$ cat src/hw/xbus_align_pkg.sv
`default_nettype none

// ========================================
// Delay control and training definitions
// ========================================

package xbus_align_pkg;

  // Tap counter of the input delay element, taps 0 to 31
  localparam int tap_width = 5;
  localparam logic [tap_width-1:0] tap_max = '1;

  // Number of eye measurements that are averaged
  localparam int num_passes = 4;

  // Shift that divides a sum of num_passes taps back to one tap
  localparam int avg_shift = $clog2(num_passes);

  // Wide enough to hold num_passes taps added together
  localparam int sum_width = tap_width + avg_shift;

  // Cycles between two tap steps while walking to the eye centre
  localparam int walk_gap = 3;

  // Controls of the delay element, all one cycle wide
  // ld returns the tap to 0, ce with inc steps it by +1 or -1
  typedef struct packed {
    logic ce;
    logic inc;
    logic ld;
  } idly_ctrl_t;

  // Training result reported to the outside
  typedef struct packed {
    logic                 aligned;
    logic                 error;
    logic [tap_width-1:0] eye_size;
  } align_status_t;

endpackage

`default_nettype wire

$ cat src/hw/xbus_link_pkg.sv
`default_nettype none

// ========================================
// Link-level definitions of the xbus lane
// ========================================

package xbus_link_pkg;

  // Width of one parallel word as delivered by the deserializer
  localparam int word_width = 14;

  // Control token sent by the far end while the lane trains
  // Its alternating tail gives many transitions, so a bad sampling phase
  // corrupts it quickly
  localparam logic [word_width-1:0] ctrl_token = 14'b11010101010100;

  // One received word after lock
  // The token flag is resolved once in the aligner and carried along
  typedef struct packed {
    logic [word_width-1:0] data;
    logic                  is_token;
  } rx_word_t;

  // Two data words joined into one wide output word
  // The first word of a pair lands in lo, the second in hi
  typedef struct packed {
    logic [word_width-1:0] hi;
    logic [word_width-1:0] lo;
  } pair_t;

endpackage

`default_nettype wire

$ cat src/hw/xbus_phase_align.sv
`timescale 1ns/1ns
`default_nettype none

// Phase aligner for one xbus lane
// Trains the input delay on the control token, parks it at the eye centre
// and then forwards every received word with its token flag
module xbus_phase_align #(
  parameter int p_token_run      = 3,
  parameter int p_settle_cycles  = 8,
  parameter int p_search_timeout = 64
) (
  input  wire logic                                 clk_i,
  input  wire logic                                 rst_i,
  input  wire logic [xbus_link_pkg::word_width-1:0] dat_i,
  input  wire logic [xbus_align_pkg::tap_width-1:0] tap_i,
  output xbus_align_pkg::idly_ctrl_t                idly_o,
  output xbus_align_pkg::align_status_t             status_o,
  output xbus_link_pkg::rx_word_t                   word_o,
  output logic                                      word_vld_o
);

  // Counter widths follow from the parameters
  localparam int run_w     = $clog2(p_token_run + 1);
  localparam int timeout_w = $clog2(p_search_timeout + 1);
  localparam int settle_w  = $clog2(p_settle_cycles + xbus_align_pkg::walk_gap);
  localparam int pass_w    = $clog2(xbus_align_pkg::num_passes);
  localparam int sum_w     = xbus_align_pkg::sum_width;
  localparam int tap_w     = xbus_align_pkg::tap_width;

  typedef enum logic [3:0] {
    st_init,
    st_search,
    st_up_step,
    st_up_wait,
    st_dn_step,
    st_dn_wait,
    st_calc,
    st_walk,
    st_walk_gap,
    st_done,
    st_error
  } state_t;

  state_t state_q;

  logic                              tok_match;
  logic [run_w-1:0]                  run_q;
  logic                              found;
  logic [timeout_w-1:0]              timeout_q;
  logic                              timeout;
  logic [settle_w-1:0]               settle_q;
  logic                              settle_done;
  logic                              gap_done;
  logic [pass_w-1:0]                 pass_q;
  logic [sum_w-1:0]                  sum_end_q;
  logic [sum_w-1:0]                  sum_start_q;
  logic [sum_w:0]                    eye_total;
  logic [sum_w-1:0]                  eye_diff;
  logic [tap_w-1:0]                  centre_q;
  xbus_align_pkg::idly_ctrl_t        idly_q;
  xbus_align_pkg::align_status_t     status_q;
  xbus_link_pkg::rx_word_t           word_q;
  logic                              word_vld_q;

  // ========================================
  // Token detector and search timeout
  // ========================================

  assign tok_match = (dat_i == xbus_link_pkg::ctrl_token);

  // Run length of consecutive tokens, saturating at the required run
  // A single bad word starts the count again
  always_ff @(posedge clk_i)
  begin
    if (rst_i)
    begin
      run_q <= '0;
    end
    else if (!tok_match)
    begin
      run_q <= '0;
    end
    else if (run_q != run_w'(p_token_run))
    begin
      run_q <= run_q + 1'b1;
    end
  end

  // The settle wait is longer than the delay element latency plus the run,
  // so at the end of a wait the run only covers words from the new tap
  assign found = (run_q == run_w'(p_token_run));

  // Counts search cycles without the token
  // It restarts on each expiry, which is also when the tap is stepped
  always_ff @(posedge clk_i)
  begin
    if (rst_i)
    begin
      timeout_q <= '0;
    end
    else if (state_q != st_search || found || timeout)
    begin
      timeout_q <= '0;
    end
    else
    begin
      timeout_q <= timeout_q + 1'b1;
    end
  end

  assign timeout = (timeout_q == timeout_w'(p_search_timeout - 1));

  // ========================================
  // Training state machine
  // ========================================

  // Wait states count from 0, so a wait of N cycles ends on count N-1
  assign settle_done = (settle_q == settle_w'(p_settle_cycles - 1));
  assign gap_done    = (settle_q == settle_w'(xbus_align_pkg::walk_gap - 2));

  // Centre is the mean of all ends and starts, i.e. sum over 2*num_passes
  assign eye_total = {1'b0, sum_end_q} + {1'b0, sum_start_q};
  assign eye_diff  = sum_end_q - sum_start_q;

  always_ff @(posedge clk_i)
  begin
    if (rst_i)
    begin
      state_q  <= st_init;
      idly_q   <= '0;
      status_q <= '0;
      settle_q <= '0;
      pass_q   <= '0;
    end
    else
    begin
      // Delay controls are single-cycle pulses
      idly_q <= '0;

      case (state_q)
        // Return the delay to tap 0 and clear the edge sums
        st_init:
        begin
          idly_q.ld   <= 1'b1;
          sum_end_q   <= '0;
          sum_start_q <= '0;
          pass_q      <= '0;
          state_q     <= st_search;
        end

        // Step up until the token shows, give up once tap 31 has been tried
        st_search:
        begin
          if (found)
          begin
            state_q <= st_up_step;
          end
          else if (timeout)
          begin
            if (tap_i == xbus_align_pkg::tap_max)
            begin
              status_q.error <= 1'b1;
              state_q        <= st_error;
            end
            else
            begin
              idly_q.ce  <= 1'b1;
              idly_q.inc <= 1'b1;
            end
          end
        end

        // Upper edge of the eye
        st_up_step:
        begin
          idly_q.ce  <= 1'b1;
          idly_q.inc <= 1'b1;
          settle_q   <= '0;
          state_q    <= st_up_wait;
        end

        st_up_wait:
        begin
          settle_q <= settle_q + 1'b1;
          if (settle_done)
          begin
            if (!found)
            begin
              // The tap just left the eye, the last good one is below it
              sum_end_q <= sum_end_q + sum_w'(tap_i) - sum_w'(1);
              state_q   <= st_dn_step;
            end
            else if (tap_i == xbus_align_pkg::tap_max)
            begin
              // Eye reaches the end of the delay line, no edge to find
              status_q.error <= 1'b1;
              state_q        <= st_error;
            end
            else
            begin
              state_q <= st_up_step;
            end
          end
        end

        // Lower edge of the eye, walking back through it from above
        st_dn_step:
        begin
          idly_q.ce  <= 1'b1;
          idly_q.inc <= 1'b0;
          settle_q   <= '0;
          state_q    <= st_dn_wait;
        end

        st_dn_wait:
        begin
          settle_q <= settle_q + 1'b1;
          if (settle_done)
          begin
            if (!found)
            begin
              sum_start_q <= sum_start_q + sum_w'(tap_i) + sum_w'(1);
              pass_q      <= pass_q + 1'b1;
              if (pass_q == pass_w'(xbus_align_pkg::num_passes - 1))
              begin
                state_q <= st_calc;
              end
              else
              begin
                state_q <= st_up_step;
              end
            end
            else if (tap_i == '0)
            begin
              status_q.error <= 1'b1;
              state_q        <= st_error;
            end
            else
            begin
              state_q <= st_dn_step;
            end
          end
        end

        // Averaged centre and width, both truncated
        st_calc:
        begin
          centre_q <= tap_w'(eye_total >> (xbus_align_pkg::avg_shift + 1));
          status_q.eye_size <= tap_w'(eye_diff >> xbus_align_pkg::avg_shift) + 1'b1;
          state_q  <= st_walk;
        end

        // One step per walk_gap cycles so that tap_i is current on return
        st_walk:
        begin
          if (tap_i == centre_q)
          begin
            status_q.aligned <= 1'b1;
            state_q          <= st_done;
          end
          else
          begin
            idly_q.ce  <= 1'b1;
            idly_q.inc <= (tap_i < centre_q);
            settle_q   <= '0;
            state_q    <= st_walk_gap;
          end
        end

        st_walk_gap:
        begin
          settle_q <= settle_q + 1'b1;
          if (gap_done)
          begin
            state_q <= st_walk;
          end
        end

        // Locked until the next reset
        st_done:
        begin
          state_q <= st_done;
        end

        // Failed training, held until the next reset
        st_error:
        begin
          state_q <= st_error;
        end

        default:
        begin
          state_q <= st_init;
        end
      endcase
    end
  end

  // ========================================
  // Word forwarding
  // ========================================

  // Once aligned, every input word leaves one cycle later
  always_ff @(posedge clk_i)
  begin
    if (rst_i)
    begin
      word_vld_q <= 1'b0;
    end
    else
    begin
      word_vld_q <= status_q.aligned;
    end
  end

  // The token compare is done here once, downstream only reads the flag
  always_ff @(posedge clk_i)
  begin
    word_q.data     <= dat_i;
    word_q.is_token <= tok_match;
  end

  assign idly_o     = idly_q;
  assign status_o   = status_q;
  assign word_o     = word_q;
  assign word_vld_o = word_vld_q;

endmodule

`default_nettype wire

$ cat src/hw/xbus_rx_channel.sv
`timescale 1ns/1ns
`default_nettype none

// Receive side of one xbus lane
// The aligner trains the delay and feeds words straight to the packer,
// there is no back-pressure between them
module xbus_rx_channel #(
  parameter int p_token_run      = 3,
  parameter int p_settle_cycles  = 8,
  parameter int p_search_timeout = 64
) (
  input  wire logic                                 clk_i,
  input  wire logic                                 rst_i,
  input  wire logic [xbus_link_pkg::word_width-1:0] dat_i,
  input  wire logic [xbus_align_pkg::tap_width-1:0] tap_i,
  output xbus_align_pkg::idly_ctrl_t                idly_o,
  output xbus_align_pkg::align_status_t             status_o,
  output xbus_link_pkg::pair_t                      pair_o,
  output logic                                      pair_vld_o
);

  // Aligned word stream, one strobe per word
  xbus_link_pkg::rx_word_t word;
  logic                    word_vld;

  xbus_phase_align #(
    .p_token_run      (p_token_run),
    .p_settle_cycles  (p_settle_cycles),
    .p_search_timeout (p_search_timeout)
  ) u_phase_align (
    .clk_i      (clk_i),
    .rst_i      (rst_i),
    .dat_i      (dat_i),
    .tap_i      (tap_i),
    .idly_o     (idly_o),
    .status_o   (status_o),
    .word_o     (word),
    .word_vld_o (word_vld)
  );

  xbus_word_pack u_word_pack (
    .clk_i      (clk_i),
    .rst_i      (rst_i),
    .word_i     (word),
    .word_vld_i (word_vld),
    .pair_o     (pair_o),
    .pair_vld_o (pair_vld_o)
  );

endmodule

`default_nettype wire

$ cat src/hw/xbus_word_pack.sv
`timescale 1ns/1ns
`default_nettype none

// Word packer
// Drops control tokens from the aligned word stream and joins each pair of
// data words into one wide word
module xbus_word_pack (
  input  wire logic                    clk_i,
  input  wire logic                    rst_i,
  input  wire xbus_link_pkg::rx_word_t word_i,
  input  wire logic                    word_vld_i,
  output xbus_link_pkg::pair_t         pair_o,
  output logic                         pair_vld_o
);

  logic                   data_vld;
  logic                   half_q;
  xbus_link_pkg::pair_t   pair_q;
  logic                   pair_vld_q;

  // Tokens are strobed like data words but carry no payload
  assign data_vld = word_vld_i && !word_i.is_token;

  // ========================================
  // Pair control
  // ========================================

  // half_q marks that the low half already holds the first word of a pair
  always_ff @(posedge clk_i)
  begin
    if (rst_i)
    begin
      half_q     <= 1'b0;
      pair_vld_q <= 1'b0;
    end
    else
    begin
      pair_vld_q <= 1'b0;
      if (data_vld)
      begin
        if (half_q)
        begin
          // Second word completes the pair, strobe it out
          pair_vld_q <= 1'b1;
          half_q     <= 1'b0;
        end
        else
        begin
          half_q <= 1'b1;
        end
      end
    end
  end

  // ========================================
  // Pair payload
  // ========================================

  // The low half is refilled by the next first word, so pair_o is only
  // meaningful while the strobe is high
  always_ff @(posedge clk_i)
  begin
    if (data_vld)
    begin
      if (half_q)
      begin
        pair_q.hi <= word_i.data;
      end
      else
      begin
        pair_q.lo <= word_i.data;
      end
    end
  end

  assign pair_o     = pair_q;
  assign pair_vld_o = pair_vld_q;

endmodule

`default_nettype wire
$ cat config.mk
export PLATFORM = sky130hd
export DESIGN_NAME = xbus_rx_channel
export DESIGN_NICKNAME = d
export VERILOG_FILES = /design/src/hw/xbus_align_pkg.sv /design/src/hw/xbus_link_pkg.sv /design/src/hw/xbus_phase_align.sv /design/src/hw/xbus_rx_channel.sv /design/src/hw/xbus_word_pack.sv
export SDC_FILE = /design/constraint.sdc
export NUM_CORES = 1
export LEC_CHECK = 0
export ABC_CLOCK_PERIOD_IN_PS = 4000
export BUFFER_PORTS_ARGS = -buffer_cell sky130_fd_sc_hd__buf_2
export CORE_ASPECT_RATIO = 2
export CORE_MARGIN = 5
export CORE_UTILIZATION = 35
export CTS_CLUSTER_DIAMETER = 50
export DETAILED_ROUTE_END_ITERATION = 8
export PLACE_DENSITY = 0.51
export SYNTH_ARGS = -nofsm -noshare
export SYNTH_HDL_FRONTEND = slang
export SYNTH_SLANG_ARGS = --single-unit
$ cat constraint.sdc
create_clock -name clk_i -period 4 [get_ports clk_i]
set_input_delay 0.8 -clock clk_i [delete_from_list [all_inputs] [get_ports clk_i]]
set_output_delay 0.8 -clock clk_i [all_outputs]
set_load 0.1 [all_outputs]
== Word-level counts from Yosys, hierarchy flattened ==
Cells that the tools add are included.

* Add/sub/neg operators: 11
* Magnitude comparators: 1
* Equality and inequality tests: 33
* Muxes and demuxes: 41
* Bitwise logic cells: 4
* Reduce and logical (&&, ||, !) cells: 25

{| class="wikitable"
|+ Operators with widths
! operator !! count
|-
| 2-to-1 mux 4 bit || 11
|-
| case mux 4 bit (11 select lines) || 1
|-
| 2-to-1 mux 7 bit || 4
|-
| case mux 7 bit (2 select lines) || 2
|-
| == test 4 x 3 -> 1 bit, second input constant || 5
|-
| adder 7 x 1 -> 7 bit, second input constant || 2
|-
| adder 7 x 5 -> 7 bit || 2
|-
| == test 14 bit, second input constant || 1
|-
| != test 2 x 1 -> 1 bit, second input constant || 7
|-
| == test 4 bit, second input constant || 3
|-
| 2-to-1 mux 1 bit || 12
|-
| 2-to-1 mux 2 bit || 6
|-
| case mux 4 bit (3 select lines) || 1
|-
| != test 2 bit, second input constant || 5
|-
| AND reduction 2 bit || 5
|-
| adder 7 x 7 -> 8 bit || 1
|-
| == test 4 x 1 -> 1 bit, second input constant || 2
|-
| == test 4 x 2 -> 1 bit, second input constant || 2
|-
| case mux 2 bit (4 select lines) || 1
|-
| AND reduction 4 bit || 2
|-
| AND reduction 8 bit || 1
|-
| OR reduction 2 bit || 4
|-
| == test 7 x 6 -> 1 bit, second input constant || 1
|-
| subtractor 7 x 1 -> 7 bit, second input constant || 1
|-
| 24 further kinds || 33
|}

* Bits in registers: 94
* Input port bits: 21
* Word-level logic and storage cells: 136

== Longest topological paths before layout ==
Gate-level depths: netlist of the first run.

* Depth after elaboration: 5
* Depth in mapped cells: 11

== Cells and area by module ==
Synthesis of the first run repeated with hierarchy kept, for this count alone.

* Cells, all modules: 445
* Area, all modules: 4675.7 um^2

{| class="wikitable"
|+ By module, submodules not included
! module !! times used !! cells an instance !! area each (um^2) !! sequential area each (um^2)
|-
| xbus_phase_align || 1 || 408 || 3727.3 || 1471.4
|-
| xbus_word_pack || 1 || 37 || 948.4 || 880.8
|}

== Worst setup path before layout of the first run ==
OpenSTA, ideal clock, no wires.

* Kind: input to register
* Start point: input tap_i[0] (netlist name)
* End point: register u_phase_align.sum_start_q[6] (data pin)
* Library setup time: 0.256 ns
* Arrival: 2.232 ns
* Data required time: 3.744 ns
* Setup slack: 1.512 ns
* Cell stages on the path: 10
* Buffers on the path: 0
* Cells stage by stage: inv_1 ha_1 inv_1 fa_1 a21o_1 a21oi_1 nor2b_1 o21ai_0 xor2_1 nor2_1

* Longest elaborated chain between the ends: 5

{| class="wikitable"
|+ Ends and longest elaborated chain
! element !! line !! source
|-
| start: declaration || xbus_rx_channel.sv:15 || <nowiki>input wire logic [xbus_align_pkg::tap_width-1:0] tap_i,</nowiki>
|-
| adder 7 x 5 -> 7 bit || xbus_phase_align.sv:222 || <nowiki>sum_start_q <= sum_start_q + sum_w'(tap_i) + sum_w'(1);</nowiki>
|-
| adder 7 x 1 -> 7 bit || xbus_phase_align.sv:222 ||
|-
| 2-to-1 mux 7 bit || xbus_phase_align.sv:220 || <nowiki>if (!found)</nowiki>
|-
| 2-to-1 mux 7 bit || xbus_phase_align.sv:218 || <nowiki>if (settle_done)</nowiki>
|-
| case mux 7 bit (2 select lines) || xbus_phase_align.sv:140 || <nowiki>case (state_q)</nowiki>
|-
| end signal: assignment || xbus_phase_align.sv:222 ||
|-
| end: declaration || xbus_phase_align.sv:56 || <nowiki>logic [sum_w-1:0] sum_start_q;</nowiki>
|}

Every way passes these cells. The select of a mux whose other input is x is not followed.
A chain may end at the register's enable or synchronous reset.

== Final worst setup path of the first run ==
* Start point: register u_phase_align.state_q[2]
* End point: register u_phase_align.sum_start_q[2], enable pin

* Longest elaborated chain between the ends: 3
* Elaborated cells between the ends (all ways): 6

{| class="wikitable"
|+ Ends and longest elaborated chain
! element !! line !! source
|-
| start: declaration || xbus_phase_align.sv:44 || <nowiki>state_t state_q;</nowiki>
|-
| start signal: assignment || xbus_phase_align.sv:129 || <nowiki>state_q <= st_init;</nowiki>
|-
| start signal: assignment || xbus_phase_align.sv:148 || <nowiki>state_q <= st_search;</nowiki>
|-
| start signal: assignment || xbus_phase_align.sv:156 || <nowiki>state_q <= st_up_step;</nowiki>
|-
| == test 4 x 3 -> 1 bit or zero test 4 bit (tied branches) || xbus_phase_align.sv:140 ||
|-
| != test 2 bit (no line), or another cell as far along || n/a ||
|-
| AND reduction 4 bit (no line) (*) || n/a ||
|}

Every way passes the cells marked *; elsewhere a longest branch is shown, timed or not.

==> results of run 1 <==
kinds of logic (layout without fill, tap and decap cells):
logic type               after synthesis  in the layout  share of synthesized area [%]
multiplexers                           3              3                          0.652
AO/OA/AOI/OAI                         77             77                           11.2
flip-flops                            94             94                           51.1
buffers and inverters                 58            120                           5.05
XOR/XNOR                              30             30                           6.00
AND/OR/NAND/NOR                      136            136                           15.2
adder cells (fa/ha/maj)               39             39                           10.9
flip-flops by register name (all words and copies together) (netlist names):
register	flops
u_phase_align.centre_q	5
u_phase_align.idly_o	3
u_phase_align.pass_q	2
u_phase_align.run_q	2
u_phase_align.settle_q	4
u_phase_align.state_q	4
u_phase_align.status_o	7
u_phase_align.sum_end_q	7
u_phase_align.sum_start_q	7
u_phase_align.timeout_q	7
u_phase_align.word_o	15
u_phase_align.word_vld_o	1
u_word_pack.half_q	1
u_word_pack.pair_o	28
u_word_pack.pair_vld_o	1
where the power goes:
part / switching, uW / internal, uW / total [uW]
combinational: 780 / 583 / 1360
sequential: 163 / 1150 / 1310
clock: 424 / 450 / 874
total: 1370 / 2180 / 3550
synth_stat cells (all sizes together) (4+ instances only):
master	count
xor2	16
o21a	6
and3	8
nand2	17
a211oi	7
nand2b	5
nor2b	14
edfxtp	47
a31oi	4
a21oi	26
xnor2	13
dfxtp	47
nor2	53
inv	42
buf	8
ha	37
clkbuf	8
nand3	10
o21ai	14
nor3	11
a21o	7
per-stage QoR:
stage | total power, uW | setup slack (ps) | cells
2_1_floorplan | 2400 | 1510 | 437
3_3_place_gp | 2680 | 1250 | 635
3_5_place_dp | 2720 | 1190 | 635
4_1_cts | 3600 | 1270 | 651
5_1_grt | 3800 | 1110 | 651
6_report | 3550 | 1350 | 651
critical path, cell delays in order (launching register included):
cell and delay (ps):
dfxtp_1 770, nor2b_1 390, nand2_1 320, nor2_1 170, o21ai_1 120, nor2_1 510
layer usage:
| metal | share of wire [%] | vias up | track usage (%) |
|---|---|---|---|
| li1 | - | 1620 | - |
| met2 | 59 | 60 | 26.7 |
| met1 | 36 | 1532 | 13.2 |
| met4 | 1.1 | 0 | 4.53 |
| met3 | 3.7 | 7 | 2.79 |
| met5 | 0 | - | 0 |
layout make-up:
class	instances	area (um2)
multi-input combinational	285	2020
inverter	42	158
timing repair buffer	62	318
tap	152	190
fill	1283	7650
clock buffer	9	225
sequential	94	2350
clock inverter	7	78.8
worst min path at each step:
stage,endpoint
global route,u_word_pack.pair_o[18]
finish,u_word_pack.pair_o[18]
floorplan,u_word_pack.pair_o[0]
CTS,u_word_pack.pair_o[18]
detailed placement,u_word_pack.pair_o[18]
global placement,u_word_pack.pair_o[8]
==> impl_results.md, run 1 <==
* Setup TNS at 0 ps
* DRC at 0
* Cts bufs inserted at 9
* Layout Utilization at roughly two fifths
* Synth Register Bits at 94
* Number of global-route vias before repair at between 3,000 and 4,000
* Max Freq at approximately 0.38 GHz
* GRT overflow at 0
* Die Span Y at 172 um
* CP startpoint: u_phase_align.state_q[2]
* Critical path type: reg -> reg
* Reg2reg end: u_phase_align.sum_start_q[2]
* GRT Util Overall at between 10% and 20%
* Postcts setup bufs at 0
* Initial antenna violation count at 0
* GP Congestion at 0.821
* WL final at a little over 10,000 um
* DP Wirelength at roughly 7900 um
* Asr flop ratio synth at 0%
* Cell variety after synth at 53
* Post-CTS sizing at 0
* Global-route wire length before repair at between 15,000 and 20,000 um
* Pwr per Cell Area at around 660 nW/um2
* HP Class: reg -> reg
* Total iterations of the first detailed-routing run at 4
* Peak supply drop at between 0.2 and 0.3 mV
* WP data arrival at between 2000 and 3000 ps
* Post-CTS Hold Buffers at 0
* Hold path start: u_phase_align.word_o[5]
* Max Cap Viol at 0
* Iteration-0 DRC Markers at 233
* Area Overhead vs Synth at 16.0%
* Period utilisation layout at about two thirds
* Row Count at 59
* Worst Max-Slew Pin Slew at between 800 and 900 ps
* WL per Instance at about 16 um
* Worst Hold Depth at 0
* I/O pins at 60
* Die area at 15,700 um2
* Most common cell after layout, fill and taps aside: buf_2
* Register area share after synthesis at approximately half
* Outcome: finished, final reports clean
* Post-DP Area at about 5000 um2
* Clock sinks at 94
* Largest net degree at the start of global routing at 27
* DR vias/cell at around 4.9
* Most used DFF post-synth: edfxtp_1
* R2R Setup Slk at between 1000 and 1500 ps
* RSZ-0062 raised after global routing: no
* Crit path to: u_phase_align.sum_start_q[2]
* Clock Path Buffers at 2
* Final net count at roughly 550
* Mapped Cells at around 440
* Min Hold Slack at 430 ps
* Antenna Cells at 0
* Final Cell Area at between 5000 and 6000 um2
* Syn avg cell area at between 10 and 15 um2
* Leakage power at ~0.0023 uW
* CTS HTree Levels at 3
* Post-synth EDFFs at between 40 and 50
* Die width at between 90 and 100 um
* Share of layout cells above drive strength 1 at between 10% and 20%
* Worst Setup Start Kind: flop
* Synth Cell Area at around 4600 um2
* Clk Latency, worst-skew pair at about 350 ps
* Synth top area share at approximately 30%
* Antenna Nets Post-Route at 0
* Syn. warnings at 0
* Commonest cells after routing, fill and taps aside: buf_2 (59), nor2_1 (53), edfxtp_1 (47), dfxtp_1 (47), inv_1 (42)
* Core area at around 13,000 um2
* CP max FO at 17
* FF-to-FF path depth at 5
* Synth top area cells: edfxtp_1 (31%), dfxtp_1 (20%), ha_1 (10%), nor2_1 (4.3%), inv_1 (3.4%)
* Initial core utilization at a little over a third
* Hold Fails Final Rpt at 0
* Layout Skew at 9.70 ps
* IO Port Bufs at 59
* Critical Path End Type: flop
* Final Max Slew Viols at 0
* Worst reg2reg path startpoint: u_phase_align.state_q[2]
* Final min period at around 2600 ps
* Final setup fails at 0
* Total number of vias at roughly 3,200
* Worst EP required at 3990 ps
* Cell taking the most area after synthesis: edfxtp_1
* Clock Pin Slew Worst Setup and Hold Paths at 70 ps
* Post-Syn Nets at around 500
* Rel. slew slack at between 40% and 50%
* CTS tree: done
* CTS root buf: clkbuf_16
Note: power is estimated with default switching activity, not from simulation.
==> run 2: changes to the inputs <==
Settings changed: ABC_AREA set to 1, ABC_CLOCK_PERIOD_IN_PS 4000 to 2700.
Clock period 4 ns to 2.7 ns, I/O delays scaled along.
==> impl_results.md, run 2 <==
* Postcts setup bufs at 0
* Final Max Slew Viols at 0
* Worst Max-Slew Pin Slew at 609 ps
* Max Cap Viol at 0
* Period utilisation layout at about 80%
* Commonest cells after routing, fill and taps aside: inv_1 (87), nand2_1 (79), nor2_1 (65)
* Total number of vias at 3,512
* WL per Instance at between 10 and 15 um
* WL final at around 11,000 um
* CTS tree: done
* Post-DP Area at between 5000 and 6000 um2
* DRC at 0
* Multiplexer area fraction after synthesis at 0%
* Final Cell Area at around 5400 um2
* Area share of fa/ha/maj cells after synthesis at between 10 and 15%
* CP most frequent cell: inv_1
* Row Count at 59
* Setup TNS at 0 ps
* CP peak stage delay at 430 ps
* Hold Fails Final Rpt at 0
* Cell variety after synth at 33
* Share of layout cells above drive strength 1 at roughly 17%
* Max Freq at 0.464 GHz
* Register area share after synthesis at between 50% and 60%
* Syn avg cell area at 9.04 um2
* Clk Latency, worst-skew pair at 340 ps
* IO Port Bufs at 59
* Peak supply drop at 0.458 mV
* DR vias/cell at around 4.8
* Synth Area in Simple Gates at about 20%
* Compound-Gate Fraction of Synth Area at 7.35%
* Crit-path slowest cell: edfxtp_1
* Total iterations of the first detailed-routing run at 4
* Post-synth EDFFs at 47
* Critical Path End Type: flop
* Cts bufs inserted at 9
* Synth Cell Area at ~4500 um2
* Post-Syn Nets at roughly 560
* Combinational family with the most area after synthesis: simple AND/OR/NAND/NOR gates
* Initial core utilization at 35.2%
* Final net count at about 630
* Clock Path Buffers at 2
* Commonest cells in the netlist: inv_1 (87), nand2_1 (79), nor2_1 (65)
* Core area at ~13,000 um2
* Max FFs per register at 28
* Most common cell after layout, fill and taps aside: inv_1
* GRT overflow at 0
* Die Span Y at approximately 170 um
* WP data arrival at 2250 ps
* Clock Pin Slew Worst Setup and Hold Paths at roughly 70 ps
* Die width at about 91 um
* Initial antenna violation count at 0
* Layout Skew at 11.5 ps
* GRT Util Overall at around 14%
* Leakage power at 0.00251 uW
* Synth top area cells: edfxtp_1 (31%), dfxtp_1 (21%), ha_1 (10%), inv_1 (7.2%), nand2_1 (6.5%)
* GP Congestion at a little over 0.9
* Mapped Cells at a little over 500
* Antenna Nets Post-Route at 0
* Synth Area in XOR/XNOR at 2.31%
* Place WS at roughly 270 ps
* Worst EP required at roughly 2800 ps
* Most used DFF post-synth: edfxtp_1
* Min Hold Slack at roughly 320 ps
* Iteration-0 DRC Markers at about 150
* Crit-path cells: inv_1 -> ha_1 -> inv_1 -> ha_1 -> inv_1 -> fa_1 -> nor2_1 -> o21a_1 -> nor2_1 -> o21ai_0 -> a21oi_1
* Critical path type: reg -> reg
* Post-CTS Hold Buffers at 0
* Global-route wire length before repair at approximately 17,000 um
* DP Wirelength at approximately 9000 um
* Post-CTS sizing at 0
* CTS HTree Levels at 3
* Die area at about 16,000 um2
* Synth Register Bits at 94
* Pwr per Cell Area at 919 nW/um2
* Clock sinks at 94
* Area Overhead vs Synth at 18.1%
* Top-count cell post-synth: inv_1
* CP max FO at 3
* Synth top area share at around 31%
* RSZ-0062 raised after global routing: no
* Asr flop ratio synth at 0%
* Final min period at 2160 ps
* Final setup fails at 0
* HP Class: in -> reg
* Layout Utilization at between 40% and 50%
* Number of global-route vias before repair at ~3,600
* Outcome: finished, final reports clean
* Worst Setup Start Kind: flop
* Antenna Cells at 0
* I/O pins at 60
* Largest net degree at the start of global routing at 18
* CTS root buf: clkbuf_16
* Rel. slew slack at between 50% and 60%
* Syn. warnings at 0
* Cell taking the most area after synthesis: edfxtp_1
* PnR worst setup slack at between 500 and 600 ps
run 2: changes by cell type after synthesis, sizes merged, moves of 8 or more:
| cell | before | now |
|---|---|---|
| nor2b | 14 | 0 |
| nor2 | 53 | 71 |
| and3 | 8 | 0 |
| nand2 | 17 | 82 |
| xnor2 | 13 | 2 |
| nand3 | 10 | 27 |
| inv | 42 | 90 |
run 2: metal layers:
| metal | wire length, um | vias to the layer above | global-route usage, % |
|---|---|---|---|
| met5 | 0 | - | 0 |
| met4 | 573 | 0 | 10.0 |
| met3 | 622 | 30 | 3.28 |
| met2 | 5910 | 96 | 27.2 |
| met1 | 3620 | 1605 | 13.2 |
| li1 | - | 1781 | - |
run 2: power by group:
part	internal (uW)	total [uW]	switching, uW	leakage, uW
combinational	595	1790	1190	0.00154
clock	759	1330	569	0.000156
sequential	1680	1810	130	0.000817
run 2: per-stage QoR:
stage	cells	total power (uW)
after detailed placement	714	3650
after CTS	730	4990
after global routing	730	5310
after floorplan	503	3170
after global placement	714	3620
final	730	4930
run 2: kinds of logic after synthesis:
group           after synthesis
compound gates               59
xor+xnor                     12
fa+ha+maj                    39
buf+inv                      96
flops                        94
simple gates                203
run 2: path summary, 6_finish.rpt:
check | slack (ps) | endpoint | depth (start not counted) | start
max reg2reg | 540 | u_phase_align.sum_end_q[5] | 11 | u_phase_align.sum_end_q[1]
max | 540 | u_phase_align.sum_end_q[5] | 11 | u_phase_align.sum_end_q[1]
min reg2reg | 430 | u_word_pack.pair_o[22] | 0 | u_phase_align.word_o[9]
min | 320 | u_phase_align.word_o[4] | 1 | dat_i[3]
run 2: critical path, delay by kind of cell (launching register included):
family / cells / cell delay [ps]
adders and majority gates: 3 / 770
and+or+nand+nor: 2 / 200
DFF: 1 / 430
buffers and inverters: 3 / 200
AOI/OAI and AO/OA: 3 / 330
run 2: area by class of cell:
type                       count  area (um2)
clock buffer                  10         239
clock inverter                 6        72.6
inverter                      90         338
timing repair buffer          65         340
sequential                    94        2350
fill                        1302        7550
tap                          152         190
multi-input combinational    313        1840
==> run 3: changes to the inputs <==
Settings changed: ABC_CLOCK_PERIOD_IN_PS 2700 to 2100.
Clock period 2.7 ns to 2.1 ns, I/O delays scaled along.
==> impl_results.md, run 3 (synthesis gave the netlist of run 2 again) <==
* Worst EP required at between 2000 and 2500 ps
* Most common cell after layout, fill and taps aside: inv_1
* Largest net degree at the start of global routing at 20
* DP Wirelength at a little under 9000 um
* CTS tree: done
* Antenna Nets Post-Route at 0
* Iteration-0 DRC Markers at around 140
* Pwr per Cell Area at around 1200 nW/um2
* Total iterations of the first detailed-routing run at 4
* Die Span Y at roughly 170 um
* Post-CTS Hold Buffers at 0
* Setup TNS at 0 ps
* Clock Path Buffers at 2
* Post-Layout Cell Count at 757
* Place WS at -226 ps
* Max Freq at around 0.50 GHz
* Total number of vias at between 3,000 and 4,000
* I/O pins at 60
* Area Overhead vs Synth at 23.7%
* Peak supply drop at between 0.5 and 0.6 mV
* Max FFs per register at 28
* Max Cap Viol at 0
* Hold Fails Final Rpt at 0
* RSZ-0062 raised after global routing: yes
* Layout Skew at between 10 and 15 ps
* Min Hold Slack at slightly below 200 ps
* Critical path type: reg -> reg
* Critical Path End Type: flop
* CTS HTree Levels at 3
* WL final at 10,800 um
* Rel. slew slack at about three fifths
* DR vias/cell at 4.84
* Final net count at 660
* Initial core utilization at 35.2%
* Share of layout cells above drive strength 1 at 22.5%
* Final setup fails at 0
* Die width at just over 90 um
* Final Max Slew Viols at 0
* IO Port Bufs at 59
* Clock Pin Slew Worst Setup and Hold Paths at 70 ps
* Final min period at approximately 2000 ps
* Clk Latency, worst-skew pair at approximately 340 ps
* Number of global-route vias before repair at approximately 3,800
* GRT Util Overall at ~14%
* WP data arrival at 2110 ps
* Clock sinks at 94
* WL per Instance at 14.3 um
* Row Count at 59
* Worst Setup Start Kind: flop
* CTS root buf: clkbuf_16
* Placed cell count at between 700 and 800
* GRT overflow at 0
* CP max FO at 2
* GP Congestion at about 0.91
* PnR worst setup slack at 93.8 ps
* Core area at 12,900 um2
* DRC at 0
* Initial antenna violation count at 0
* Leakage power at ~0.0026 uW
* Period utilisation layout at between 90% and 100%
* Die area at ~16,000 um2
* Global-route wire length before repair at 17,600 um
* HP Class: in -> reg
* Outcome: finished, final reports clean
* Commonest cells after routing, fill and taps aside: inv_1 (85), nand2_1 (77), nor2_1 (64)
* Layout Utilization at 43.5%
* Antenna Cells at 0
* Worst Max-Slew Pin Slew at ~600 ps
* Cts bufs inserted at 9
-- run 3: worst max-delay path: stages, from the launching register on --
cell      delay, ps
edfxtp_1        390
inv_1            70
ha_1            130
inv_1            60
fa_2            330
nand2_1          70
inv_1            50
o21a_1          170
nor2_1           80
nor2_1           60
o21ai_1         170
nand2_1          70
nand2_1          60
nor2_1           40
-- run 3: routing by layer --
layer,vias up,GRT usage [%],routed length (um)
met3,32,3.15,535
met2,105,27.5,6010
met4,0,9.07,508
li1,1837,-,-
met1,1688,13.6,3760
met5,-,0,0
-- run 3: what timing repair did --
item	CTS	global route
buffers inserted	0	4
pin swaps	0	4
endpoints found under the hold margin	0	0
endpoints found under the setup margin	3	6
gates resized for setup	4	12
-- run 3: power by group --
part | leakage, uW | switching, uW | total [uW] | internal [uW]
Combinational | 0.00166 | 1660 | 2650 | 993
Sequential | 0.000817 | 148 | 2310 | 2160
Clock | 0.000147 | 777 | 1620 | 843
-- run 3: layout make-up --
type	count	area, um2
clock inverter	7	73.8
timing repair buffer	92	543
clock buffer	9	225
sequential	94	2350
inverter	90	338
multi-input combinational	313	1900
tap	152	190
fill	1276	7300
-- run 3: through the flow --
step	power [uW]	instance area (um2)
2_1_floorplan	4080	4550
3_3_place_gp	4800	5230
3_5_place_dp	4860	5230
4_1_cts	6510	5540
5_1_grt	7110	5620
6_report	6590	5620
-- run 3: final timing paths --
| path | to | slack, ps | depth (start not counted) | start |
|---|---|---|---|---|
| worst max-delay path | u_phase_align.sum_start_q[6] | 90 | 13 | u_phase_align.sum_start_q[0] |
| worst min-delay path | u_phase_align.word_o[3] | 190 | 1 | dat_i[2] |
| worst min register to register | u_word_pack.pair_o[8] | 430 | 0 | u_phase_align.word_o[9] |
| worst max register to register | u_phase_align.sum_start_q[6] | 90 | 13 | u_phase_align.sum_start_q[0] |
